==> src/include/vecmat_defs.svh <==
`ifndef VECMAT_DEFS_SVH
`define VECMAT_DEFS_SVH

// lanes per column and per softmax vector
`define VM_LANES 32

// Q8.8 fixed point
`define VM_DATA_W 16
`define VM_FRAC_W 8

// column store depth and index width
`define VM_NUM_COLS 8
`define VM_COL_W 3

// store 1 + multiplier 1 + adder tree 2
`define VM_LATENCY 4

`endif

==> src/hw/vecmat_ctrl_pkg.sv <==
`include "vecmat_defs.svh"

package vecmat_ctrl_pkg;

	typedef logic [`VM_COL_W-1:0] col_idx_t;

	typedef enum logic [1:0] {
		ST_IDLE,
		ST_ISSUE,
		ST_DRAIN
	} run_state_t;

endpackage

==> src/hw/col_counter.sv <==
`include "vecmat_defs.svh"

module col_counter (
	input  logic                      clk,
	input  logic                      reset,
	input  logic                      count_en,
	output vecmat_ctrl_pkg::col_idx_t rd_addr,
	output logic                      rd_strobe,
	output logic                      last_col
);

	localparam vecmat_ctrl_pkg::col_idx_t LAST_ADDR =
		vecmat_ctrl_pkg::col_idx_t'(`VM_NUM_COLS - 1);

	vecmat_ctrl_pkg::col_idx_t addr_q;

	always_ff @(posedge clk) begin
		if (!reset) begin
			addr_q <= '0;
		end else if (count_en) begin
			if (addr_q == LAST_ADDR) begin
				addr_q <= '0;
			end else begin
				addr_q <= addr_q + 1'b1;
			end
		end
	end

	// one read per enabled cycle
	assign rd_addr   = addr_q;
	assign rd_strobe = count_en;
	assign last_col  = count_en && (addr_q == LAST_ADDR);

endmodule

==> config.mk <==
export PLATFORM = sky130hd
export DESIGN_NAME = col_counter
export DESIGN_NICKNAME = d
export VERILOG_FILES = /design/src/hw/vecmat_ctrl_pkg.sv /design/src/hw/col_counter.sv
export VERILOG_INCLUDE_DIRS = /design/src /design/src/include
export SDC_FILE = /design/constraint.sdc
export NUM_CORES = 1
export LEC_CHECK = 0
export BUFFER_PORTS_ARGS = -buffer_cell sky130_fd_sc_hd__buf_2
export CAP_MARGIN = 20
export CORE_AREA = 2 2 39 41
export DETAILED_ROUTE_END_ITERATION = 16
export DIE_AREA = 0 0 41 43
export PLACE_DENSITY_LB_ADDON = 0.15
export SLEW_MARGIN = 40
export SYNTH_ARGS = -nofsm -noshare
export SYNTH_HDL_FRONTEND = slang
export SYNTH_SLANG_ARGS = --single-unit
==> constraint.sdc <==
create_clock -name clk -period 1.1 [get_ports clk]
set_clock_uncertainty 0.1 [all_clocks]
set_input_delay 0.22 -clock clk [delete_from_list [all_inputs] [get_ports clk]]
set_output_delay 0.22 -clock clk [all_outputs]
set_load 0.005 [all_outputs]
* Word level (Yosys, flattened, before mapping)
Cells that the tools add are included.
** Word-level totals
- Flip-flop bits (word level) :: 3
- Input port bits :: 3
- Output and inout bits :: 5
- Logic and storage cells :: 5
** Operators by class
- Add/subtract/negate cells :: 1
- Eq/ne operators :: 1
- Mux-type cells :: 1
- Reduce and logical (&&, ||, !) cells :: 1
** Operators with widths (count)
- 3-bit by 1-bit adder with 3-bit output, second input constant :: 1
- 3-bit equality test, second input constant :: 1
- 3-bit two-way mux :: 1
- 1-bit logical AND :: 1

* Logic depth before layout (Yosys ltp)
- Word-level depth :: 2
- Depth in mapped cells :: 4

* Least setup slack after synthesis
No wires, ideal clock.
- Kind :: flip-flop to output port
- Start point :: register addr_q[0], in the netlist rd_addr[0]
- End point :: output last_col
- Data arrival time :: 0.900 ns
- Data required time :: 0.780 ns
- Setup slack :: -0.120 ns
- Cell stages (with the launch flop) :: 4
- Path buffers :: 0
- Cells stage by stage :: dfxtp_1 ha_1 ha_1 and2_2
** On the way
- Word-level cells in the longest chain between the ends :: 2
** Ends and longest elaborated chain
- start: declaration :: line col_counter.sv:15 : vecmat_ctrl_pkg::col_idx_t addr_q;
- start signal: assignment :: line col_counter.sv:24 : addr_q <= addr_q + 1'b1;
- 3-bit equality test :: line col_counter.sv:32 : assign last_col = count_en && (addr_q == LAST_ADDR);
- 1-bit logical AND :: line col_counter.sv:32
- end: declaration :: line col_counter.sv:9 : output logic last_col
No other way between the ends.

* Worst setup path in the final report
Same ends and word-level chain as after synthesis.

==> out/metrics.csv <==
metric,value,unit
status,"complete, but fails checks",
violated checks,setup timing,
Finished Layout Cells,44,
antenna violations before repair,0,
top cell type's share of synthesized area,0.378,
CP most frequent cell,ha_4,
Period minus WS final,1.42,ns
slew of the pin with the lowest slew margin,0.124,ns
TritonCTS clock tree,built,
Pleak,0.144,nW
placed insts,39,
vias per cell,3.32,
drt initial violations,2,
Critical Path Start Type,register,
DRT Pass-1 Iters,2,
synthesized flop and latch total,3,
gpl congestion,0.580,
Pwr Density,1120,nW/um^2
CP Cell Sequence,"ha_4, ha_4, and2_4, buf_6",
fraction of layout cells with a size suffix above 1,0.750,
"EDFF count, synth",0,
max cap viols,0,
largest cells by area after synthesis,"dfxtp_1 (38%), ha_1 (16%), mux2i_1 (13%), nor2b_1 (12%), nor3b_2 (7.9%)",
Die Span Y,43,um
Clock Latency Late Sink,0.23,ns
Critical-path top delay cell,dfxtp_4,
period utilization,1.29,
Tot GR Track Use,0.0591,
Max H-tree Level,1,
Yosys top cell by area,dfxtp_1,
vias in the first global route,160,
synthesized cell area,159,sq um
worst-path maximum fanout,2,
ANT cells,0,
Detail Route Antenna Nets,0,
site row count,14,
RSZ-0062 raised after global routing,yes,
total negative slack,-0.446,ns
Fmax,705,MHz
"Arr. time, crit path",1.10,ns
area of the core,1380,sq um
clock buffer depth,2,
Yosys cell types,8,
setup violators final,3,
CTS root buf,clkbuf_4,
"CTS clk-pin slew, worst paths",0.03,ns
Post-Syn Nets,19,
Die Wd,41,um
number of port buffers,7,
CP required,0.78,ns
Worst VDD drop,0.000465,V
worst rel slew slack,0.915,
first-pass GRT wire length,607,um
WS Path Type,reg -> out,
die area,1760,sq um
Synth Flop Type,dfxtp_1,
NumNets Final,34,
number of flip-flops in the largest register,3,
worst stage delay on the critical path,0.34,ns
pin count of the biggest net entering global routing,7,
grt total ovfl,0,
CTS buffer count,3,
mean routed wirelength per cell,7.61,um
Syn Inst Count,14,
Post-synth top cells,"dfxtp_1 (3), nor2b_1 (3), ha_1 (2), mux2i_1 (2)",
final hold vios,0,
Layout area overhead,102,%
register area share after synthesis,0.378,
Starting Density,0.115,
max-slew violation count,0,
final setup margin,-0.318,ns
Sink Count,3,
Critical Path Sink Type,primary output,
via count,146,
io pins,8,
asr flop ratio synth,0,
final WL,335,um
hold_buf cts,0,
DRC,0,
Mapped Avg Cell Area,11.4,sq um
Syn. warnings,0,
Hold Path Class,in -> reg,
[path summary, 6_finish.rpt]
kind              startpoint         end  slack [ns]  cells after the start
hold / removal         reset  rd_addr[0]        0.13                      2
setup / recovery  rd_addr[0]    last_col       -0.32                      4
hold reg to reg   rd_addr[1]  rd_addr[1]        0.54                      3
setup reg to reg  rd_addr[0]  rd_addr[0]       -0.09                      5
[layer usage]
metal	vias to the layer above	global-route usage	routed length [um]	part of all wire
li1	74	-	-	-
met2	5	0.0656	159	0.47
met3	2	0.0314	20	0.060
met1	65	0.0543	145	0.43
met5	-	0	0	0
met4	0	0.100	10	0.030
[timing repair]
item,4_1_cts,5_1_grt
buffers inserted,1,1
pin swaps,1,1
endpoints found under the setup margin,5,6
resized for setup,6,1
[area by class of cell]
| type | count | area [sq um] |
|---|---|---|
| timing repair buffer | 11 | 91.3 |
| tap | 16 | 20.0 |
| multi-input combinational | 10 | 118 |
| sequential | 3 | 66.3 |
| fill | 158 | 1060 |
| clock buffer | 4 | 26.3 |
[per-stage QoR]
step / hold slack [ns] / setup WS, ns / cell area [sq um] / util / power [W]
2_1_floorplan: 0.237 / 0.00925 / 190 / - / 0.000146
3_3_place_gp: 0.370 / -0.0957 / 260 / 0.188 / 0.000169
3_5_place_dp: 0.367 / -0.0963 / 260 / 0.188 / 0.000170
4_1_cts: 0.128 / -0.335 / 322 / 0.232 / 0.000371
5_1_grt: 0.135 / -0.356 / 322 / 0.232 / 0.000395
6_report: 0.128 / -0.318 / 322 / 0.232 / 0.000360
[cells by family after synthesis]
kind of cell,count (synthesis),synth area share
muxes,2,0.126
and+or+nand+nor,5,0.244
buffers and inverters,1,0.0473
AOI/OAI and AO/OA,1,0.0473
DFF,3,0.378
adders and majority gates,2,0.157
[power breakdown]
part | leakage, nW | internal, W | switching (W) | total, W
Clock | 0.0150 | 0.000135 | 0.0000502 | 0.000186
Sequential | 0.0261 | 0.000116 | 0.00000644 | 0.000122
Combinational | 0.102 | 0.0000335 | 0.0000181 | 0.0000517
[cells in the final DEF (no fill, tap or decap)]
master,n
dfxtp_4,1
buf_2,4
clkbuf_4,3
mux2i_1,2
dfxtp_2,2
nor2b_1,3
o21a_1,1
nor3b_2,1
buf_4,2
ha_4,2
buf_6,5
clkbuf_1,1
and2_4,1
[worst max-delay path, delay by kind of cell (launching register included)]
family | cells | cell delay (ns)
flops | 1 | 0.34
fa+ha+maj | 2 | 0.31
simple gates | 1 | 0.13
buf+inv | 1 | 0.10
No activity file was read; power rests on OpenSTA's default activity.
