--- src/include/vecmat_defs.svh ---
`ifndef VECMAT_DEFS_SVH
`define VECMAT_DEFS_SVH

// lanes per column and per softmax vector
`define VM_LANES 32

// Q8.8 fixed point
`define VM_DATA_W 16
`define VM_FRAC_W 8

// column store depth and index width
`define VM_NUM_COLS 8
`define VM_COL_W 3

// store 1 + multiplier 1 + adder tree 2
`define VM_LATENCY 4

`endif

--- src/hw/vecmat_ctrl_pkg.sv ---
`include "vecmat_defs.svh"

package vecmat_ctrl_pkg;

	typedef logic [`VM_COL_W-1:0] col_idx_t;

	typedef enum logic [1:0] {
		ST_IDLE,
		ST_ISSUE,
		ST_DRAIN
	} run_state_t;

endpackage

--- src/hw/vecmat_ctrl.sv ---
`include "vecmat_defs.svh"

module vecmat_ctrl (
	input  logic                      clk,
	input  logic                      reset,
	input  logic                      start,
	input  logic                      rd_strobe,
	input  logic                      last_col,
	output logic                      count_en,
	output logic                      store_wr_allow,
	output logic                      busy,
	output logic                      result_valid,
	output vecmat_ctrl_pkg::col_idx_t result_index,
	output logic                      done
);

	vecmat_ctrl_pkg::run_state_t state;
	vecmat_ctrl_pkg::run_state_t state_next;

	logic [`VM_LATENCY-1:0] strobe_pipe;
	logic [`VM_LATENCY-1:0] last_pipe;

	always_comb begin
		state_next = state;
		case (state)
			vecmat_ctrl_pkg::ST_IDLE: begin
				if (start) begin
					state_next = vecmat_ctrl_pkg::ST_ISSUE;
				end
			end
			vecmat_ctrl_pkg::ST_ISSUE: begin
				if (last_col) begin
					state_next = vecmat_ctrl_pkg::ST_DRAIN;
				end
			end
			vecmat_ctrl_pkg::ST_DRAIN: begin
				if (done) begin
					state_next = vecmat_ctrl_pkg::ST_IDLE;
				end
			end
			default: begin
				state_next = vecmat_ctrl_pkg::ST_IDLE;
			end
		endcase
	end

	always_ff @(posedge clk) begin
		if (!reset) begin
			state <= vecmat_ctrl_pkg::ST_IDLE;
		end else begin
			state <= state_next;
		end
	end

	// strobe and last follow the data through store, multiplier and tree
	always_ff @(posedge clk) begin
		if (!reset) begin
			strobe_pipe <= '0;
			last_pipe   <= '0;
		end else begin
			strobe_pipe <= {strobe_pipe[`VM_LATENCY-2:0], rd_strobe};
			last_pipe   <= {last_pipe[`VM_LATENCY-2:0], last_col};
		end
	end

	always_ff @(posedge clk) begin
		if (!reset || done) begin
			result_index <= '0;
		end else if (result_valid) begin
			result_index <= result_index + 1'b1;
		end
	end

	assign count_en       = (state == vecmat_ctrl_pkg::ST_ISSUE);
	assign busy           = (state != vecmat_ctrl_pkg::ST_IDLE);
	assign store_wr_allow = !busy;
	assign result_valid   = strobe_pipe[`VM_LATENCY-1];
	assign done           = last_pipe[`VM_LATENCY-1];

endmodule

--- config.mk ---
export PLATFORM = sky130hd
export DESIGN_NAME = vecmat_ctrl
export DESIGN_NICKNAME = d
export VERILOG_FILES = /design/src/hw/vecmat_ctrl_pkg.sv /design/src/hw/vecmat_ctrl.sv
export VERILOG_INCLUDE_DIRS = /design/src /design/src/include
export SDC_FILE = /design/constraint.sdc
export NUM_CORES = 1
export LEC_CHECK = 0
export ABC_CLOCK_PERIOD_IN_PS = 1900
export BUFFER_PORTS_ARGS = -buffer_cell sky130_fd_sc_hd__buf_2
export CORE_MARGIN = 2
export CORE_UTILIZATION = 30
export DETAILED_ROUTE_END_ITERATION = 16
export PLACE_DENSITY = 0.61
export SKIP_CTS_REPAIR_TIMING = 1
export SYNTH_ARGS = -nofsm -noshare
export SYNTH_HDL_FRONTEND = slang
export SYNTH_SLANG_ARGS = --single-unit
export TNS_END_PERCENT = 30
--- constraint.sdc ---
create_clock -name clk -period 1.9 [get_ports clk]
set_input_delay 0.095 -clock clk [delete_from_list [all_inputs] [get_ports clk]]
set_output_delay 0.095 -clock clk [all_outputs]
set_load 0.005 [all_outputs]
# == Yosys cells after proc, flatten, opt, wreduce, memory -nomap -nowiden ==
# Cells that the tools add are included.
# word_totals
reg_bits,13
elab_cells,20
inputBits,5
# classes
n_reduce_logical,6
muxes,4
add_sub_neg,1
eq_ne,5
# ops
cell,count
2-bit 2-to-1 mux,3
"2-bit != test, second input constant",3
2-bit one-hot mux with 3 select lines,1
"3-bit by 1-bit adder with 3-bit output, second input constant",1
3-bit AND reduction,1
"2-bit by 1-bit equality test with 1-bit output, second input constant",1
"2-bit equality test, second input constant",1
1-bit zero test,2
2-bit zero test,1
2-bit nonzero test,1
1-bit logical OR,1

# == Depth between registers and ports, before layout ==
# logic_depth
word_depth,3
mapped_depth,3
ltp_nobuf,3

# == Worst setup path after synthesis ==
# No wires, ideal clock.
# synth_timing
kind,register to register
from,reg result_index[0]
to,reg result_index[2]
t_arrival_ns,0.822
synth_period_minus_slack_ns,0.892
path_buffers,0
stages_incl_launch_ff,4
setup_slack_ns,1.008
setup_ns,0.070
path_cell_list,dfxtp_1 -> ha_1 -> a21bo_2 -> a21oi_1
# synth_between
elab_chain_cells,1
# synth_rtl
item,line_no,source
start: declaration,vecmat_ctrl.sv:13,"output vecmat_ctrl_pkg::col_idx_t result_index,"
start signal: assignment,vecmat_ctrl.sv:70,result_index <= result_index + 1'b1;
3-bit by 1-bit adder with 3-bit output,vecmat_ctrl.sv:70,
# No other way between the ends.
# A chain may end at the register's enable or synchronous reset.

# == Worst setup path after layout ==
# layout_timing
from,reg state[1]
to,out store_wr_allow
# layout_between
elab_chain_cells,2
# layout_rtl
item,line_no,source
start: declaration,vecmat_ctrl.sv:17,vecmat_ctrl_pkg::run_state_t state;
start signal: assignment,vecmat_ctrl.sv:49,state <= vecmat_ctrl_pkg::ST_IDLE;
start signal: assignment,vecmat_ctrl.sv:51,state <= state_next;
2-bit nonzero test,vecmat_ctrl.sv:75,assign busy = (state != vecmat_ctrl_pkg::ST_IDLE);
1-bit zero test,vecmat_ctrl.sv:76,assign store_wr_allow = !busy;
end: declaration,vecmat_ctrl.sv:10,"output logic store_wr_allow,"
# No other way between the ends.

==> impl_metrics.toml <==
[status]
status = "finished, final reports clean"

[floorplanning]
io_pins = 13
coreArea_sq_um = 1450
initial_core_util_pct = 31.1
die_w_um = 42.8
die_h_um = 42.8
dieArea_sq_um = 1830
core.rowCount = 14

[timing]
finClkSkew_ns = 0.00319
worstMarginPinSlew_ns = 0.197
max-slew-margin-rel_pct = 86.8
timing.hold.ws_ns = 0.0311
finalSetupTns_ns = 0
final-setup-viol-count = 0
fmax_mhz = 873
finalCritPeriodShare_pct = 60.3
finalHoldViolCount = 0
layout_min_cycle_time_ns = 1.15
slew_viol_final = 0
rsz0062_at_grt = "no"

[cells_and_area]
final_cell_mix = "dfxtp_1, buf_2, and2_1"
post-route-util_pct = 38.1
drive_gt1_share_pct = 33.9
final_common_cell = "dfxtp_1"
fill_cells = 152
num_antenna_cells = 0
syn_to_final_growth_pct = 22.7
fin_cells = 72
layout.nets = 63

[worst_hold_path]
hold_path.class = "input port to flop"

[clock_network]
clockBufferDepth = 2
clk_latency_ns = 0.27
cts_buffers = 3
cts_sinks = 13
cts_htree_levels = 1
cts_tree = "yes"
clk_pin_slew_worst_paths_ns = 0.07
root_buffer = "clkbuf_4"

[setup_path]
cpPeakStageDelay_ns = 0.33
rrSetupSlack_ns = 0.97
critPathCaptureType = "primary output"
arrival_ns = 1.05
slowest_stage = "dfxtp_1"
cp_num_buf_inv = 2
critPathKind = "flop to primary output"
required_ns = 1.80
crit_family = "flip-flops"
start_kind = "flop"
worstPathCellList = "or2_2 > inv_1 > buf_2"
critPathMaxFanout = 5

[detailed_routing]
drt_pass1_iterations = 2
vias = 308
drt_iter0_drc = 3
routed_via_density = 4.28
drt-total-wl_um = 652
ant_nets = 0
wl_per_cell_um = 9.06
drc = 0

[yosys]
synth-async-reset-ratio_pct = 0
ys_ff_latch = 13
synth_top_family_by_area = "simple AND/OR/NAND/NOR gates"
syn-num-nets = 47
synth_compound_area_share_pct = 6.09
synthXorXnorAreaFrac_pct = 1.94
ys_types = 18
synth_edf_count = 0
synth_area_sq_um = 452
ys_seq_area_share_pct = 57.6
ys.flop_type = "dfxtp_1"
yosys.area_share.simple_pct = 27.7
synth.avg_cell_area_sq_um = 11.0
yosys_warnings = 0
synth_cells = 41
synth_fa_ha_area_share_pct = 2.77
synth_mux_area_share_pct = 2.22

[placed_design]
dpl.cell_count = 68
portBuffers = 12
routabilityCongestion = 0.708

[global_route]
antenna_found_initial = 0
grt_pass1_vias = 294
grtUsageTotal_pct = 8.80
overflow = 0
grt_pass1_wl_um = 1170
grt_max_degree = 12

[run]
maxCapViolations = 0

[pwr]
leakage_nw = 0.255
cellPowerDensity_nw_per_um2 = 872
ir_drop_mv = 0.610
==> cells in the mapped netlist, types with 2 or more instances <==
cell | number | area (sq um)
a21oi_1 | 2 | 10.0
and2_1 | 8 | 50.1
nand2b_1 | 2 | 12.5
dfxtp_1 | 13 | 260
nand3b_1 | 2 | 15.0
nor2_1 | 2 | 7.51
==> report_power, final <==
part / switching [W] / internal, W / leakage (nW)
combinational: 0.0000139 / 0.0000205 / 0.134
clock: 0.0000814 / 0.0000812 / 0.0150
sequential: 0.00000510 / 0.000281 / 0.106
==> cell type report <==
| type | instances | area [sq um] | share of cell area (%) |
|---|---|---|---|
| flip-flops and latches | 13 | 260 | 47.0 |
| repair buffers | 12 | 60.1 | 10.8 |
| well taps | 16 | 20.0 | 3.61 |
| inverters | 1 | 3.75 | 0.677 |
| multi-input cells | 26 | 184 | 33.2 |
| clock buffers | 4 | 26.3 | 4.74 |
==> stage by stage <==
| stage | cell area (sq um) | power, W | setup slack [ns] |
|---|---|---|---|
| final | 554 | 0.000484 | 0.754 |
| after global placement | 528 | 0.000327 | 0.995 |
| after detailed placement | 528 | 0.000328 | 0.983 |
| after global routing | 554 | 0.000513 | 0.640 |
| after CTS | 554 | 0.000494 | 0.735 |
| after floorplan | 452 | 0.000313 | 1.01 |
==> state kept, by name, summed over array words and instances, names as in the netlist <==
signal,flops
last_pipe,4
result_index,3
state,2
strobe_pipe,4
==> path summary, 6_finish.rpt <==
kind,start,to,depth (start not counted)
worst max register to register,result_index[0],result_index[2],3
worst min register to register,last_pipe[2],last_pipe[3],1
worst max-delay path,state[1],store_wr_allow,3
worst min-delay path,rd_strobe,strobe_pipe[0],2
==> cells by family after synthesis <==
logic type,Yosys count
XOR/XNOR,1
multiplexers,1
AO/OA/AOI/OAI,4
buffers and inverters,2
AND/OR/NAND/NOR,19
adder cells (fa/ha/maj),1
flip-flops,13
==> layer usage <==
layer | vias to the layer above | track usage, % | share of wire [%]
met1 | 136 | 9.19 | 45
met5 | - | 0 | 0
met4 | 0 | 0 | 0
li1 | 161 | - | -
met2 | 11 | 14.2 | 46
met3 | 0 | 7.66 | 9.0
Note: power is estimated with default switching activity, not from simulation.
