$ cat src/include/vecmat_defs.svh
`ifndef VECMAT_DEFS_SVH
`define VECMAT_DEFS_SVH

// lanes per column and per softmax vector
`define VM_LANES 32

// Q8.8 fixed point
`define VM_DATA_W 16
`define VM_FRAC_W 8

// column store depth and index width
`define VM_NUM_COLS 8
`define VM_COL_W 3

// store 1 + multiplier 1 + adder tree 2
`define VM_LATENCY 4

`endif

$ cat src/hw/vecmat_types_pkg.sv
`include "vecmat_defs.svh"

package vecmat_types_pkg;

	// one signed Q8.8 value
	typedef logic signed [`VM_DATA_W-1:0] fixed_t;

	// one softmax row, one V column or one row of lane products
	typedef fixed_t [`VM_LANES-1:0] lane_vec_t;

	// full width signed product before the fraction shift
	typedef logic signed [2*`VM_DATA_W-1:0] product_t;

endpackage

$ cat src/hw/vecmat_ctrl_pkg.sv
`include "vecmat_defs.svh"

package vecmat_ctrl_pkg;

	typedef logic [`VM_COL_W-1:0] col_idx_t;

	typedef enum logic [1:0] {
		ST_IDLE,
		ST_ISSUE,
		ST_DRAIN
	} run_state_t;

endpackage

$ cat src/hw/column_store.sv
`include "vecmat_defs.svh"

module column_store (
	input  logic                        clk,
	input  logic                        reset,
	input  logic                        wr_en,
	input  vecmat_ctrl_pkg::col_idx_t   wr_addr,
	input  vecmat_types_pkg::lane_vec_t wr_data,
	input  vecmat_ctrl_pkg::col_idx_t   rd_addr,
	output vecmat_types_pkg::lane_vec_t col_data
);

	vecmat_types_pkg::lane_vec_t mem [`VM_NUM_COLS];

	// no writes land while reset is asserted
	always_ff @(posedge clk) begin
		if (reset && wr_en) begin
			mem[wr_addr] <= wr_data;
		end
	end

	// read every cycle, the controller decides which reads count
	always_ff @(posedge clk) begin
		col_data <= mem[rd_addr];
	end

endmodule

$ cat config.mk
export PLATFORM = sky130hd
export DESIGN_NAME = column_store
export DESIGN_NICKNAME = d
export VERILOG_FILES = /design/src/hw/vecmat_types_pkg.sv /design/src/hw/vecmat_ctrl_pkg.sv /design/src/hw/column_store.sv
export VERILOG_INCLUDE_DIRS = /design/src /design/src/include
export SDC_FILE = /design/constraint.sdc
export NUM_CORES = 2
export LEC_CHECK = 0
export BUFFER_PORTS_ARGS = -buffer_cell sky130_fd_sc_hd__buf_2
export CORE_AREA = 3 3 621 623
export CTS_BUF_LIST = sky130_fd_sc_hd__clkbuf_4 sky130_fd_sc_hd__clkbuf_8
export CTS_CLUSTER_DIAMETER = 200
export DETAILED_ROUTE_END_ITERATION = 8
export DIE_AREA = 0 0 624 626
export HOLD_SLACK_MARGIN = 0.08
export PLACE_DENSITY = 0.69
export SYNTH_ARGS = -nofsm -noshare
export SYNTH_HDL_FRONTEND = slang
export SYNTH_SLANG_ARGS = --single-unit
$ cat constraint.sdc
create_clock -name clk -period 106 [get_ports clk]
set_input_delay 21.2 -clock clk [delete_from_list [all_inputs] [get_ports clk]]
set_output_delay 21.2 -clock clk [all_outputs]
set_load 0.01 [all_outputs]
Word level (Yosys, flattened, before mapping)
Memory sizes are Yosys's and may differ from the RTL's. A register that Yosys moved wholly into a read port is not among the register bits.
Cells that the tools add are included.
Word-level totals
  register bits after elaboration: 0
  RAM bits: 4096
  input bits: 521
  output and inout port bits: 512
  logic and storage cells: 4
  memories kept: 1
Memory list
  mem: depth 8, bits a word 512, read ports 1, clocked after Yosys merged registers in 1, wr ports 1, RTL line column_store.sv:13  | vecmat_types_pkg::lane_vec_t mem [`VM_NUM_COLS];
Cells by class
  muxes and demuxes: 2
  reductions and logical operators: 1
Operators by type and width (number)
  1-bit 2-to-1 mux: 2
  1-bit logical AND: 1

Longest topological paths before layout
  depth in word-level cells: 3
  gate-level depth with buffers: 6
  depth with buffers taken out: 2

Worst setup path after synthesis
OpenSTA, ideal clock, no wires.
  path kind: input -> register
  start point: in wr_addr[0]
  end point: mem mem[0][0] (netlist name), enable pin
  setup time: 2.023 ns
  arrival time: 56.250 ns
  data required time: 103.977 ns
  path slack: 47.726 ns
  stages on the path: 1
  buffers on the path: 0
  cells stage by stage: nor3_1
RTL lines
  start, declared: RTL line column_store.sv:7  | input vecmat_ctrl_pkg::col_idx_t wr_addr,
  end, declared: RTL line column_store.sv:13
Straight into the memory's write port.

==> run summary <==
The flow ran to the end, and the final reports show no timing, DRC or antenna violations. The first-pass GRT wire length is 533000 um. The slowest stage of the critical path belongs to the cell sky130_fd_sc_hd__buf_4. The routed length per placed instance came out at 26.5 um.

The areal power density over the cells is around 20 nW/um^2. The post-place instance area is around 170000 um^2. STA classifies the critical path endpoint as a register. The part of the power in the clock network is 0.406.

The maximum count of clock buffers along a single path is 4. The number of slew-limit violations in the final report was 0. The critical path is of the in2reg type. After clock tree synthesis, the flow added hold-fix buffers numbering 0. The slew at the pin with the worst max-slew slack is 1.14 ns. STA classifies the critical path startpoint as an input pin. The critical path goes through buf_8 > buf_4 > buf_4 > buf_4 > buf_4 > buf_4 > buf_4 > mux4_2 > mux2_2.

The biggest area contributor in the post-synthesis netlist is sky130_fd_sc_hd__edfxtp_1. The setup skew after layout is 0.0951 ns. Setup repair after global routing left no endpoint under its margin. The number of antenna violations at the first check in global routing came out at ~180. The die is around 620 um wide. Once detail routing completed, the nets flagged for antenna violations numbered 0. The share of the yosys chip area belonging to registers came out at 0.814. The area of the mapped netlist came out at 164000 um^2.

The routing usage on met3 came out at 0.0508. For the worst setup path, the data arrival time is 27.97 ns. The max-cap violation count came out at 0. Once the clock tree was built, the setup fixing pass inserted 0 buffers.

The achievable clock frequency is between 0.03 and 0.04 GHz. The final period utilization came out at 0.254. The total clock sinks came out at approximately 4600. The synthesized design contains 4608 register bits.

In this run the static leakage power is 62.7 nW. Entering global routing, the biggest net connects 158 pins. Of the cells placed in the final design, the portion with a size suffix greater than 1 is 0.453. Sorting the synthesized cells by area gives the leading types as sky130_fd_sc_hd__edfxtp_1 (75%), sky130_fd_sc_hd__mux4_2 (14%), sky130_fd_sc_hd__dfxtp_1 (6.3%). Overall power consumption after layout is estimated at 0.00375 W.

The number of vias per cell after detailed routing is 5.34. The clock tree synthesis step divided the H-tree into 6 levels. The clock latency of the later-clocked register in the worst-skew pair came out at 1.24 ns.

Summed over all layers, the global routing overflow is 0. The share of power burned in registers is 0.545. The most repeated library cell on the critical path is sky130_fd_sc_hd__buf_4. The quantity of I/O buffers inserted on ports is 1032. STA puts the critical path data required time at 107.05 ns. The routed wire length came out at between 300000 and 400000 um.

The final count of negative-setup-slack endpoints is 0. Clock tree synthesis inserted a total of 707 buffers. The final net count is 8547. The tightest min-delay check is of the reg2reg type. Of the post-synthesis cell area, the dominant cell type holds 0.752. The switching portion of total power is 0.216. For the final routed database, the setup TNS stands at 0 ns. The switching power summed over all nets came out at 0.000809 W.

The met2 global-route usage came out at 0.299. The worst-case IR drop observed on VDD is around 17 uV. The placer's final routability congestion estimate came out at 0.754. The detailed-routing iteration count for the pre-antenna-repair pass is 7.

In the routed design, unresolved DRC markers number 0. The synthesized area per cell came out at 25.4 um^2. The area of the core region came out at 381000 um^2.

The number of placed cells counting well taps came out at ~12000. The most used routing layer in global routing is met2. The TritonCTS clock tree is done. The cell area after layout came out at 190000 um^2. The logic gate share of total power came out at 0.048. The clock slew seen by the registers of the worst setup and hold paths is 0.06 ns.

The clock period minus worst slack came out at 26.92 ns. Cell internal power was estimated by the tool at 0.00294 W. In this run the clock root is driven by a sky130_fd_sc_hd__clkbuf_8. The layout overhead on the synthesized area is 16.2%. For met1 alone, demand over resource in global routing was 0.233. The DRC marker count from the first detailed-route iteration came out at roughly 6900. Synthesis produced a netlist with a net count of 6963. The count of different cell masters after synthesis is 14.

The count of warnings emitted by yosys is 0. The maximum fanout encountered on the critical timing path came out at 94. The sum of net half-perimeters after detailed placement is 211000 um.

The worst hold slack after final layout is 0.626 ns. The detailed-route via count came out at about 74000. Across every metal layer, demand over resource in global routing totals 0.184. The count of boundary I/O pins came out at 1033. The number of gates resized after CTS was 0.

The floorplan has 227 rows. The filler-free cell count of the finished design is 13772. The number of global-route vias before repair came out at 78163. The die covers around 390000 um^2.

Grouping stages by cell kind, the critical path spends the most delay in buffers and inverters. The count of endpoints failing hold in the final timing report was 0. For this configuration, the core starts out at a cell density of 0.429. For this run, the slowest stage of the critical path takes 0.94 ns. The combined buffer and inverter count along the critical path came out at 7. The instance count of the mapped netlist came out at approximately 6400. In this run the tightest slew margin relative to its limit is 0.239. The y dimension of the die came out at 626 um.
## power groups by stage
| stage | registers (W) | clock network [W] | logic [W] |
|---|---|---|---|
| after floorplan | 0.00211 | 0 | 0.0000923 |
| after global placement | 0.00208 | 0 | 0.000180 |
| after detailed placement | 0.00208 | 0 | 0.000184 |
| after CTS | 0.00205 | 0.00156 | 0.000185 |
| after global routing | 0.00205 | 0.00165 | 0.000195 |
| final | 0.00205 | 0.00152 | 0.000181 |
## stage by stage
step,util,setup slack (ns)
floorplan,-,47.73
global placement,0.458,78.08
detailed placement,0.458,77.90
CTS,0.498,79.29
global route,0.498,78.96
finish,0.498,79.08
## worst reg2reg max path, cell delays in order (launching register included)
cell	delay, ns
sky130_fd_sc_hd__edfxtp_1	0.46
sky130_fd_sc_hd__mux4_2	0.52
sky130_fd_sc_hd__mux2_2	0.29
## flip-flops by register name, indices dropped and copies added, names as in the netlist
| signal | flops |
|---|---|
| col_data | 512 |
| mem | 4096 |
## Yosys cell counts
master and count:
sky130_fd_sc_hd__mux4_2 1024, sky130_fd_sc_hd__nand3b_1 1, sky130_fd_sc_hd__dfxtp_1 512, sky130_fd_sc_hd__nor2_1 6, sky130_fd_sc_hd__buf_2 105, sky130_fd_sc_hd__nor3_1 2
sky130_fd_sc_hd__mux2_2 512, sky130_fd_sc_hd__edfxtp_1 4096, sky130_fd_sc_hd__buf_1 3, sky130_fd_sc_hd__nand3_1 1, sky130_fd_sc_hd__nand2b_1 2, sky130_fd_sc_hd__buf_6 41
sky130_fd_sc_hd__nand2_1 1, sky130_fd_sc_hd__clkbuf_1 136
## cell type report
type	count	area, um^2
Antenna cell	96	240
Clock buffer	1059	13000
Clock inverter	262	2070
Fill cell	29694	191000
Multi-Input combinational cell	1549	28900
Sequential cell	4608	133000
Tap cell	5038	6300
Timing Repair Buffer	1160	6350
## worst paths after layout
| check | from | end | slack, ns | depth (start not counted) |
|---|---|---|---|---|
| worst max-delay path | rd_addr[2] | col_data[110] | 79.08 | 9 |
| worst min-delay path | mem[5][223] | col_data[223] | 0.63 | 2 |
| worst min register to register | mem[5][223] | col_data[223] | 0.63 | 2 |
| worst max register to register | mem[6][304] | col_data[304] | 104.61 | 2 |
## cell usage in the layout (no fill, tap or decap), drive strengths merged
master and n:
mux4 1024, nor2 6, clkinvlp 8, nand3 1, diode 96, nor3 2, nand2 1, dfxtp 512
edfxtp 4096, nand3b 1, clkinv 195, buf 1160, nand2b 2, mux2 512, bufinv 16, inv 43
clkbuf 1059
## routing by layer
layer | vias to the layer above | wire (um) | share of wire
met3 | 828 | 28200 | 0.077
li1 | 30795 | - | -
met4 | 88 | 14200 | 0.039
met5 | - | 579 | 0.0016
met2 | 2787 | 182000 | 0.50
met1 | 39096 | 140000 | 0.38
## kinds of logic after synthesis
logic type / Yosys count / share of synthesized area
multiplexers: 1536 / 0.176
AND/OR/NAND/NOR: 13 / 0.000375
flip-flops: 4608 / 0.814
buffers and inverters: 285 / 0.00922
(Power assumes the default switching activity.)
