File: src/include/vecmat_defs.svh
`ifndef VECMAT_DEFS_SVH
`define VECMAT_DEFS_SVH

// lanes per column and per softmax vector
`define VM_LANES 32

// Q8.8 fixed point
`define VM_DATA_W 16
`define VM_FRAC_W 8

// column store depth and index width
`define VM_NUM_COLS 8
`define VM_COL_W 3

// store 1 + multiplier 1 + adder tree 2
`define VM_LATENCY 4

`endif

File: src/hw/vecmat_types_pkg.sv
`include "vecmat_defs.svh"

package vecmat_types_pkg;

	// one signed Q8.8 value
	typedef logic signed [`VM_DATA_W-1:0] fixed_t;

	// one softmax row, one V column or one row of lane products
	typedef fixed_t [`VM_LANES-1:0] lane_vec_t;

	// full width signed product before the fraction shift
	typedef logic signed [2*`VM_DATA_W-1:0] product_t;

endpackage

File: src/hw/vecmat_add_tree.sv
`include "vecmat_defs.svh"

module vecmat_add_tree (
	input  logic                        clk,
	input  vecmat_types_pkg::lane_vec_t products,
	output vecmat_types_pkg::fixed_t    dot_out
);

	vecmat_types_pkg::fixed_t lvl1 [16];
	vecmat_types_pkg::fixed_t lvl2 [8];
	vecmat_types_pkg::fixed_t mid_q [8];
	vecmat_types_pkg::fixed_t lvl3 [4];
	vecmat_types_pkg::fixed_t lvl4 [2];
	vecmat_types_pkg::fixed_t lvl5;

	genvar i;

	// all adds are 16 bit and wrap
	generate
		for (i = 0; i < 16; i++) begin : g_lvl1
			assign lvl1[i] = products[2*i] + products[2*i+1];
		end

		for (i = 0; i < 8; i++) begin : g_lvl2
			assign lvl2[i] = lvl1[2*i] + lvl1[2*i+1];
		end

		for (i = 0; i < 4; i++) begin : g_lvl3
			assign lvl3[i] = mid_q[2*i] + mid_q[2*i+1];
		end

		for (i = 0; i < 2; i++) begin : g_lvl4
			assign lvl4[i] = lvl3[2*i] + lvl3[2*i+1];
		end
	endgenerate

	assign lvl5 = lvl4[0] + lvl4[1];

	// pipeline cut after the second level
	always_ff @(posedge clk) begin
		for (int k = 0; k < 8; k++) begin
			mid_q[k] <= lvl2[k];
		end
	end

	always_ff @(posedge clk) begin
		dot_out <= lvl5;
	end

endmodule

File: config.mk
export PLATFORM = sky130hd
export DESIGN_NAME = vecmat_add_tree
export DESIGN_NICKNAME = d
export VERILOG_FILES = /design/src/hw/vecmat_types_pkg.sv /design/src/hw/vecmat_add_tree.sv
export VERILOG_INCLUDE_DIRS = /design/src /design/src/include
export SDC_FILE = /design/constraint.sdc
export NUM_CORES = 1
export LEC_CHECK = 0
export BUFFER_PORTS_ARGS = -buffer_cell sky130_fd_sc_hd__buf_4
export CORE_UTILIZATION = 30
export CTS_CLUSTER_DIAMETER = 40
export DETAILED_ROUTE_END_ITERATION = 8
export REMOVE_ABC_BUFFERS = 1
export SETUP_SLACK_MARGIN = 0.1
export SLEW_MARGIN = 20
export SYNTH_ARGS = -nofsm -noshare
export SYNTH_HDL_FRONTEND = slang
export SYNTH_SLANG_ARGS = --single-unit
File: constraint.sdc
create_clock -name clk -period 4.05 [get_ports clk]
set_clock_uncertainty 0.1 [all_clocks]
set_input_delay 0 -clock clk [delete_from_list [all_inputs] [get_ports clk]]
set_output_delay 0 -clock clk [all_outputs]
set_load 0.05 [all_outputs]
Word level (Yosys, flattened, before mapping) --
Memory sizes are Yosys's and may differ from the RTL's. Cells that the tools add are included.
Operators by class: $add $sub $neg 31
Operators by type and width (count):
- $add A16 B16 Y16 | 31
Storage, ports and cells: bits in registers 16, bits in writable memories 128, input port bits 513, output and inout bits 16, memories 1
Memories:
- mid_q | depth 8, bits a word 16, rd ports 8, clocked after Yosys merged registers in 0, write ports 8, line vecmat_add_tree.sv:11 | vecmat_types_pkg::fixed_t mid_q [8];

Logic depth before layout (Yosys ltp) --
Gate-level depths: netlist of the first run.
depth in word-level cells 3, depth in mapped cells 18

Worst setup path after synthesis of the first run --
Ideal clock, no wire load.
path type reg-to-reg, start point memory mid_q[2][18] in the netlist's numbering, end point register dot_out[14], setup time 127 ps, arrival time 3743 ps, path slack 79 ps, stages on the path, launching flop included 19, period minus slack after synthesis 3971 ps, path through dfxtp_1 -> inv_1 -> fa_1 -> inv_1 -> fa_1 -> fa_1 -> inv_1 -> fa_1 -> inv_1 -> ha_1 -> inv_1 -> fa_1 -> nor2b_1 -> o21ai_1 -> nand2b_1 -> a21oi_1 -> o21ai_1 -> o41ai_1 -> xnor2_1
RTL lines:
- start, declared | line vecmat_add_tree.sv:11
- end signal, assigned | line vecmat_add_tree.sv:47 | dot_out <= lvl5;
- end, declared | line vecmat_add_tree.sv:6 | output vecmat_types_pkg::fixed_t dot_out

==> results of run 1 <==
[metrics by stage]
step	setup WS (ns)	TNS (ns)	std cells
after floorplan	0.07913	0	1390
after global placement	-0.1686	-0.4925	2613
final	-0.02253	-0.04416	2686
after global routing	-0.1876	-1.148	2686
after detailed placement	-0.2470	-1.006	2613
after CTS	-0.004655	-0.005980	2681
[how the worst max path moves through the flow]
stage | start | end | slack [ns] | cells past startpoint
3_5_place_dp | mid_q[2][18]$_DFF_P_ | dot_out[14]$_DFF_P_ | -0.25 | 18
2_1_floorplan | mid_q[2][18]$_DFF_P_ | dot_out[14]$_DFF_P_ | 0.08 | 18
4_1_cts | mid_q[3][3]$_DFF_P_ | dot_out[15]$_DFF_P_ | -0.005 | 16
6_report | mid_q[3][2]$_DFF_P_ | dot_out[15]$_DFF_P_ | -0.02 | 17
3_3_place_gp | mid_q[2][18]$_DFF_P_ | dot_out[14]$_DFF_P_ | -0.17 | 18
5_1_grt | mid_q[3][2]$_DFF_P_ | dot_out[14]$_DFF_P_ | -0.19 | 18
[final cells by class]
type | count | area (um^2) | share of cell area, %
timing repair buffer | 586 | 4486 | 20.54
sequential | 144 | 2889 | 13.23
inverter | 222 | 833.3 | 3.816
clock inverter | 7 | 85.08 | 0.3896
multi-input combinational | 1024 | 12210 | 55.94
tap | 680 | 850.8 | 3.896
clock buffer | 23 | 478.0 | 2.189
[logic make-up (layout without fill, tap and decap cells)]
group / Yosys count / count (layout) / share of synthesized area (%)
AOI/OAI and AO/OA: 236 / 236 / 9.937
xor gates and xnor gates: 159 / 159 / 8.847
adders and majority gates: 463 / 463 / 52.40
buffers and inverters: 222 / 838 / 5.294
DFF: 144 / 144 / 18.31
and+or+nand+nor: 166 / 166 / 5.207
[sequential cells by signal, summed over array words and instances (netlist names)]
signal and cells:
mid_q 128, dot_out 16
[worst max-delay path, stage by stage (launching register included)]
cell,delay (ns)
dfxtp_2,0.32
inv_2,0.03
fa_1,0.55
inv_2,0.05
fa_2,0.46
fa_1,0.48
inv_1,0.05
fa_1,0.49
inv_2,0.05
ha_4,0.16
buf_4,0.14
a21oi_4,0.17
o22ai_2,0.12
o211a_1,0.28
nor2_2,0.14
o2111ai_2,0.14
a21oi_2,0.16
xnor2_1,0.13
[layout by cell type (no fill, tap or decap), types with 10 or more instances in the layout]
| cell type | instances |
|---|---|
| o21ai_0 | 30 |
| clkbuf_16 | 17 |
| dfxtp_1 | 139 |
| dlygate4sd3_1 | 33 |
| a21oi_1 | 59 |
| ha_1 | 129 |
| buf_4 | 552 |
| xnor2_1 | 129 |
| o21a_1 | 28 |
| nand2_1 | 23 |
| o21ai_1 | 10 |
| nand2b_1 | 13 |
| nand3_1 | 10 |
| xor2_1 | 30 |
| fa_1 | 325 |
| or3_1 | 10 |
| a21o_1 | 23 |
| inv_1 | 207 |
| nor3_1 | 15 |
| nor2_1 | 52 |
| nor2b_1 | 16 |
| inv_2 | 15 |
[layer usage]
layer  GRT usage [%]  wire, um
met5               0        13
met4           2.815       486
met3           3.199      2059
met2           31.71     23670
met1           19.90     17360
[repair_timing]
| item | CTS | global route |
|---|---|---|
| endpoints found under the hold margin | 22 | 0 |
| pin swaps | 18 | 16 |
| resized for setup | 30 | 26 |
| hold buffers | 33 | 0 |
| endpoints found under the setup margin | 7 | 8 |
| setup buffers | 5 | 5 |
==> reports/results.ini, run 1 <==
[setup_path]
cp.required_ns=4.30
arrival_ns=4.32
r2r_end=dot_out[15]$_DFF_P_
critPathCaptureType=flip-flop
regToRegSetupSlack_ns=-0.02
r2r_start=mid_q[3][2]$_DFF_P_
crit_type=flip-flop to flip-flop
path_max_fanout=2
rr_worst_depth=17
worstSetupStartpointType=flip-flop

[floorplanning]
initial_core_util_pct=30.50
io_pins=529
coreArea_mm2=0.05161
die_h_um=231.1
die_x_um=231.1
dieArea_mm2=0.05339
num_rows=83

[placed_design]
routabilityCongestion=0.8283
placed_area_mm2=0.02067
port_buffers=528
hpwl_mm=39.69

[sta]
hold_viol=0
slew_viol_final=0
relSlewSlack_pct=64.78
fmaxAchievable_mhz=245.5
rsz0062_at_grt=true
worst_pin_slew_ns=0.5251
timing.hold.ws_ns=0.008808
min_period_over_period_pct=100.6
fin_ws_ns=-0.02253
post-route-min-period_ns=4.073
setup_viol=3

[clock_tree]
numCtsBuffers=17
cts_tree=built
clk_latency_ns=0.42
htreeDepth=4
clk_pin_slew_ns=0.06
ctsRootBufferMaster=clkbuf_16
clock-sinks=144
clk_path_buf_depth=2

[min_path]
holdPathEnd=mid_q[1][15]$_DFF_P_
min_from=products[143]
min_path_cells=4
hold_class=input port to flip-flop

[drt]
dr_total_vias=11790
drc=0
avgRoutedWirePerCell_um=16.23
vias_per_cell=4.389
dr.pass1.iters=4
first_iter_violations=325
wl_mm=43.60
ant_nets=0

[synthesis]
ys_seq_area_share_pct=18.31
syn_inst=1390
synth-main-ff-cell=dfxtp_1
syn_area_mm2=0.01574
ys_warn_count=0
synth.distinct_cells=55
synth_top_area_share_pct=41.59
yosys.area.top_type=fa_1
synth-seq-cells=144
synth.most_common_cell=fa_1
yosys-top-cells-count=327 x fa_1, 221 x inv_1, 144 x dfxtp_1
synth_edf_count=0
ys_top_cells_by_area=fa_1 42%, dfxtp_1 18%, ha_1 11%, xnor2_1 7.2%, inv_1 5.3%
synth.avg_cell_area_um2=11.32
async_reset_ff_share_pct=0

[global_routing]
first_global_vias=13450
overflow=0
grt_usage_pct=16.85
grt_start_max_net_pins=17
grt_pass1_wl_mm=68.98
antenna_found_initial=1

[finish]
nets=2971
drive_gt1_share_pct=31.70
postLayoutCellArea_mm2=0.02184
n_fill_cell=4911
area_delta_synth_final_pct=38.73
n_antenna_cell=0
fin_util_pct=42.31

[run]
drv_cap=0

[run_status]
status=finished with violations
violations=setup timing

Power of run 1 is left out: the tool's default activity adds up to more than one toggle a clock period on the data nets, which glitch-free logic cannot reach.
==> run 2: changes to the inputs <==
Settings changed: CELL_PAD_IN_SITES_DETAIL_PLACEMENT from default to 1, CELL_PAD_IN_SITES_GLOBAL_PLACEMENT from default to 2, CORE_ASPECT_RATIO from default to 1.4, CORE_UTILIZATION 30 to 29, PLACE_DENSITY_LB_ADDON from default to 0.1.
==> run 2 against run 1 <==
  * The flow still finishes with violations (setup timing)
  * Via count is 2.4% higher
  * Critical path depth increased by 1
  * First-iteration DRC count shrank 36%
  * Sequential share of layout area is 0.084 points lower
  * Highest routed layer is now met4
==> reports/results.ini, run 2 (synthesis results as in run 1) <==
[floorplanning]
dieArea_mm2=0.05522
die_h_um=277.7
die_x_um=198.9
initial_core_util_pct=29.46
coreArea_mm2=0.05343
io_pins=529
num_rows=100

[clock_tree]
cts_tree=built
clk_path_buf_depth=2
clock-sinks=144
clk_latency_ns=0.44
numCtsBuffers=17
ctsRootBufferMaster=clkbuf_16
clk_pin_slew_ns=0.06
htreeDepth=4

[setup_path]
worstSetupStartpointType=flip-flop
r2r_start=mid_q[2][2]$_DFF_P_
arrival_ns=4.30
crit_slowest_cell=fa_2
path_cells=inv_2, fa_1, inv_2, fa_2, fa_1, inv_1, fa_1, inv_2, ha_4, inv_2, fa_2, nor2b_1, o21ai_1, nand2b_1, a21oi_2, o21ai_2, o41ai_2, xnor2_1
crit_type=flip-flop to flip-flop
max_stage_delay_ns=0.57
critPathCaptureType=flip-flop
path_max_fanout=2
crit_top_cell=inv_2
cp-startpoint=mid_q[2][2]$_DFF_P_
cp.required_ns=4.27

[drt]
dr.pass1.iters=4
first_iter_violations=209
drc=0
avgRoutedWirePerCell_um=17.40
wl_mm=47.49
ant_nets=0
vias_per_cell=4.423
dr_total_vias=12070

[run_status]
status=finished with violations
violations=setup timing

[global_routing]
antenna_found_initial=0
first_global_vias=14490
grt_pass1_wl_mm=74.34
overflow=0
grt_start_max_net_pins=17
grt_usage_pct=18.06

[sta]
worst_pin_slew_ns=0.5188
hold_viol=0
fin_ws_ns=-0.03392
min_period_over_period_pct=100.8
slew_viol_final=0
post-route-min-period_ns=4.084
rsz0062_at_grt=true
setup_viol=3
relSlewSlack_pct=65.05
fmaxAchievable_mhz=244.9

[finish]
mostFrequentLayoutCell=buf_4
n_antenna_cell=0
area_delta_synth_final_pct=39.49
largest_register=mid_q
nets=2978
drive_gt1_share_pct=30.92
top_regs=mid_q x128, dot_out x16
postLayoutCellArea_mm2=0.02196
largest_reg_flops=128
final_cell_mix=546 x buf_4, 324 x fa_1, 213 x inv_1

[min_path]
min_from=products[445]
hold_class=input port to flip-flop

[placed_design]
placed_area_mm2=0.02072
port_buffers=528
hpwl_mm=43.94
routabilityCongestion=0.7635

[run]
drv_cap=0

[run 2: changes by cell type in the layout (fill, tap and decap cells not counted), moves of 3 or more]
cell / delta
dlygate4sd3_1: +14
buf_4: -6
inv_1: +6
inv_2: -6
clkinv_2: -4
inv_6: +4
clkinv_4: +3
[run 2: repair_timing]
item	CTS	global route
gates resized for setup	31	10
hold buffers	47	0
setup endpoints to repair	8	9
hold endpoints to repair	26	0
pin swaps	21	6
setup buffers	2	0
[run 2: cell type report]
cell class / count / area [um^2]
fill: 6037 / 31470
multi-input combinational: 1024 / 12180
timing repair buffer: 593 / 4569
sequential: 144 / 2887
tap: 714 / 893.4
inverter: 222 / 833.3
clock buffer: 19 / 442.9
clock inverter: 13 / 152.6
[run 2: final timing paths]
check | to | slack (ns) | depth (start not counted)
worst min register to register | dot_out[0]$_DFF_P_ | 0.48 | 2
worst min-delay path | mid_q[3][14]$_DFF_P_ | 0.01 | 4
worst max register to register | dot_out[14]$_DFF_P_ | -0.03 | 18
worst max-delay path | dot_out[14]$_DFF_P_ | -0.03 | 18
[run 2: metrics by stage]
step	utilization, %	worst slack, ns	setup TNS, ns	std cells	hold slack (ns)
floorplan	-	0.07913	0	1390	0.02984
global placement	38.78	-0.1306	-0.3949	2648	0.1229
detailed placement	38.78	-0.2058	-0.8645	2648	0.1342
CTS	41.05	-0.02868	-0.05931	2729	0.0006753
global route	41.10	-0.2268	-1.169	2729	0.004999
finish	41.10	-0.03392	-0.07350	2729	0.01398
[run 2: metal layers]
| metal | track usage [%] | routed length [um] | vias to the layer above |
|---|---|---|---|
| met5 | 0 | 0 | - |
| met4 | 5.819 | 1281 | 0 |
| met3 | 2.772 | 1690 | 47 |
| met2 | 37.67 | 29020 | 271 |
| met1 | 17.22 | 15500 | 6025 |
| li1 | - | - | 5727 |
[run 2: worst max-delay path: cells and delay by family (launching register included)]
family | cells | cell delay, ns
and+or+nand+nor | 2 | 0.27
AOI/OAI and AO/OA | 4 | 0.44
adders and majority gates | 6 | 2.43
DFF | 1 | 0.32
xor gates and xnor gates | 1 | 0.13
buffers and inverters | 5 | 0.28
Power of run 2 is left out for the same reason.
==> run 3: changes to the inputs <==
Settings changed: TNS_END_PERCENT from default to 10.
==> run 3 against run 2 <==
  * The run still ends with setup timing left
  * Flip-flop and latch count did not move
  * Non-clock buffer count unchanged
  * Utilization hardly changed
  * Critical path type unchanged
  * Critical endpoint unchanged
  * Largest cell class unchanged
  * Highest routed layer unchanged
==> reports/results.ini, run 3 (synthesis results as in run 1) <==
[run_status]
status=finished with violations
violations=setup timing

[clock_tree]
ctsRootBufferMaster=clkbuf_16
cts_tree=built
clock-sinks=144
numCtsBuffers=17
clk_latency_ns=0.44
clk_path_buf_depth=2
htreeDepth=4
clk_pin_slew_ns=0.06

[global_routing]
grt_most_used_layer=met2
first_global_vias=14490
grt_usage_pct=18.07
grt_pass1_wl_mm=74.40
grt_use_met3_pct=2.772
overflow=0
grt_use_met2_pct=37.67
grt_start_max_net_pins=17
antenna_found_initial=0
grtUsageMet1_pct=17.25

[sta]
min_period_over_period_pct=101.2
post-route-min-period_ns=4.097
setup_viol=3
fmaxAchievable_mhz=244.1
slew_viol_final=0
worst_pin_slew_ns=0.5188
hold_viol=0
relSlewSlack_pct=65.04
fin_ws_ns=-0.04682
setup_tns_ns=-0.1017
rsz0062_at_grt=true

[drt]
first_iter_violations=210
drc=0
dr_total_vias=12070
dr.pass1.iters=4
avgRoutedWirePerCell_um=17.39
vias_per_cell=4.423
ant_nets=0
wl_mm=47.47

[placed_design]
routabilityCongestion=0.7635
hpwl_mm=43.94
place_inst=2648
port_buffers=528

[finish]
top_regs=mid_q x128, dot_out x16
final_cells=2729
n_antenna_cell=0
mostFrequentLayoutCell=buf_4
area_delta_synth_final_pct=39.44
largest_register=mid_q
final_cell_mix=546 x buf_4, 325 x fa_1, 216 x inv_1
drive_gt1_share_pct=30.57
nets=2978
largest_reg_flops=128

[run]
drv_cap=0

[floorplanning]
coreArea_mm2=0.05343
dieArea_mm2=0.05522
die_h_um=277.7
die_x_um=198.9
num_rows=100
io_pins=529
initial_core_util_pct=29.46

[setup_path]
path_max_fanout=2
cp.required_ns=4.27
crit_type=flip-flop to flip-flop
worstSetupStartpointType=flip-flop
critPathCaptureType=flip-flop
arrival_ns=4.32

[min_path]
hold_class=input port to flip-flop

[run 3: changes by cell type in the layout (fill, tap and decap cells not counted)]
cell and change:
inv_1 +3, fa_1 +1, o21ai_2 -1, inv_2 -3, fa_2 -1, o21ai_1 +1
dfxtp_1 +2, dfxtp_2 -2
[run 3: final timing paths]
path	start	to	slack, ns	cells after the start
setup reg to reg	mid_q[3][2]$_DFF_P_	dot_out[14]$_DFF_P_	-0.05	18
hold reg to reg	mid_q[0][16]$_DFF_P_	dot_out[0]$_DFF_P_	0.48	2
setup / recovery	mid_q[3][2]$_DFF_P_	dot_out[14]$_DFF_P_	-0.05	18
hold / removal	products[445]	mid_q[3][14]$_DFF_P_	0.01	4
[run 3: worst max-delay path, cell delays in order, from the launching register on]
cell and delay, ns:
dfxtp_2 0.33, inv_2 0.04, fa_1 0.54, inv_2 0.05, fa_2 0.57, fa_1 0.42
inv_1 0.08, fa_1 0.42, inv_2 0.08, ha_4 0.14, inv_2 0.04, fa_2 0.34
nor2b_1 0.14, o21ai_1 0.08, nand2b_1 0.13, a21oi_2 0.08, o21ai_2 0.19, o41ai_2 0.09
xnor2_1 0.13
[run 3: repair_timing]
| action | in CTS | in global routing |
|---|---|---|
| hold buffers | 47 | 0 |
| pin swaps | 16 | 2 |
| endpoints found under the hold margin | 26 | 0 |
| endpoints found under the setup margin | 8 | 9 |
| setup buffers | 2 | 0 |
| resized for setup | 27 | 7 |
[run 3: cell type report]
| type | count | area [um^2] |
|---|---|---|
| Timing Repair Buffer | 593 | 4569 |
| Tap cell | 714 | 893.4 |
| Clock inverter | 13 | 152.6 |
| Clock buffer | 19 | 442.9 |
| Multi-Input combinational cell | 1024 | 12170 |
| Fill cell | 6036 | 31480 |
| Sequential cell | 144 | 2884 |
| Inverter | 222 | 833.3 |
[run 3: per-layer routing]
| metal | part of all wire (%) | wire, um |
|---|---|---|
| met4 | 2.7 | 1279 |
| met5 | 0 | 0 |
| met3 | 3.5 | 1679 |
| met1 | 33 | 15460 |
| met2 | 61 | 29040 |
[run 3: metrics by stage]
step | setup WS [ns] | util (%) | hold slack, ns | cell area, um^2
final | -0.04682 | 41.08 | 0.01386 | 21950
after global routing | -0.2340 | 41.08 | 0.004999 | 21950
after CTS | -0.03569 | 41.04 | 0.0006753 | 21930
after detailed placement | -0.2058 | 38.78 | 0.1342 | 20720
after global placement | -0.1306 | 38.78 | 0.1229 | 20720
after floorplan | 0.07913 | - | 0.02984 | 15740
Power of run 3 is left out for the same reason.
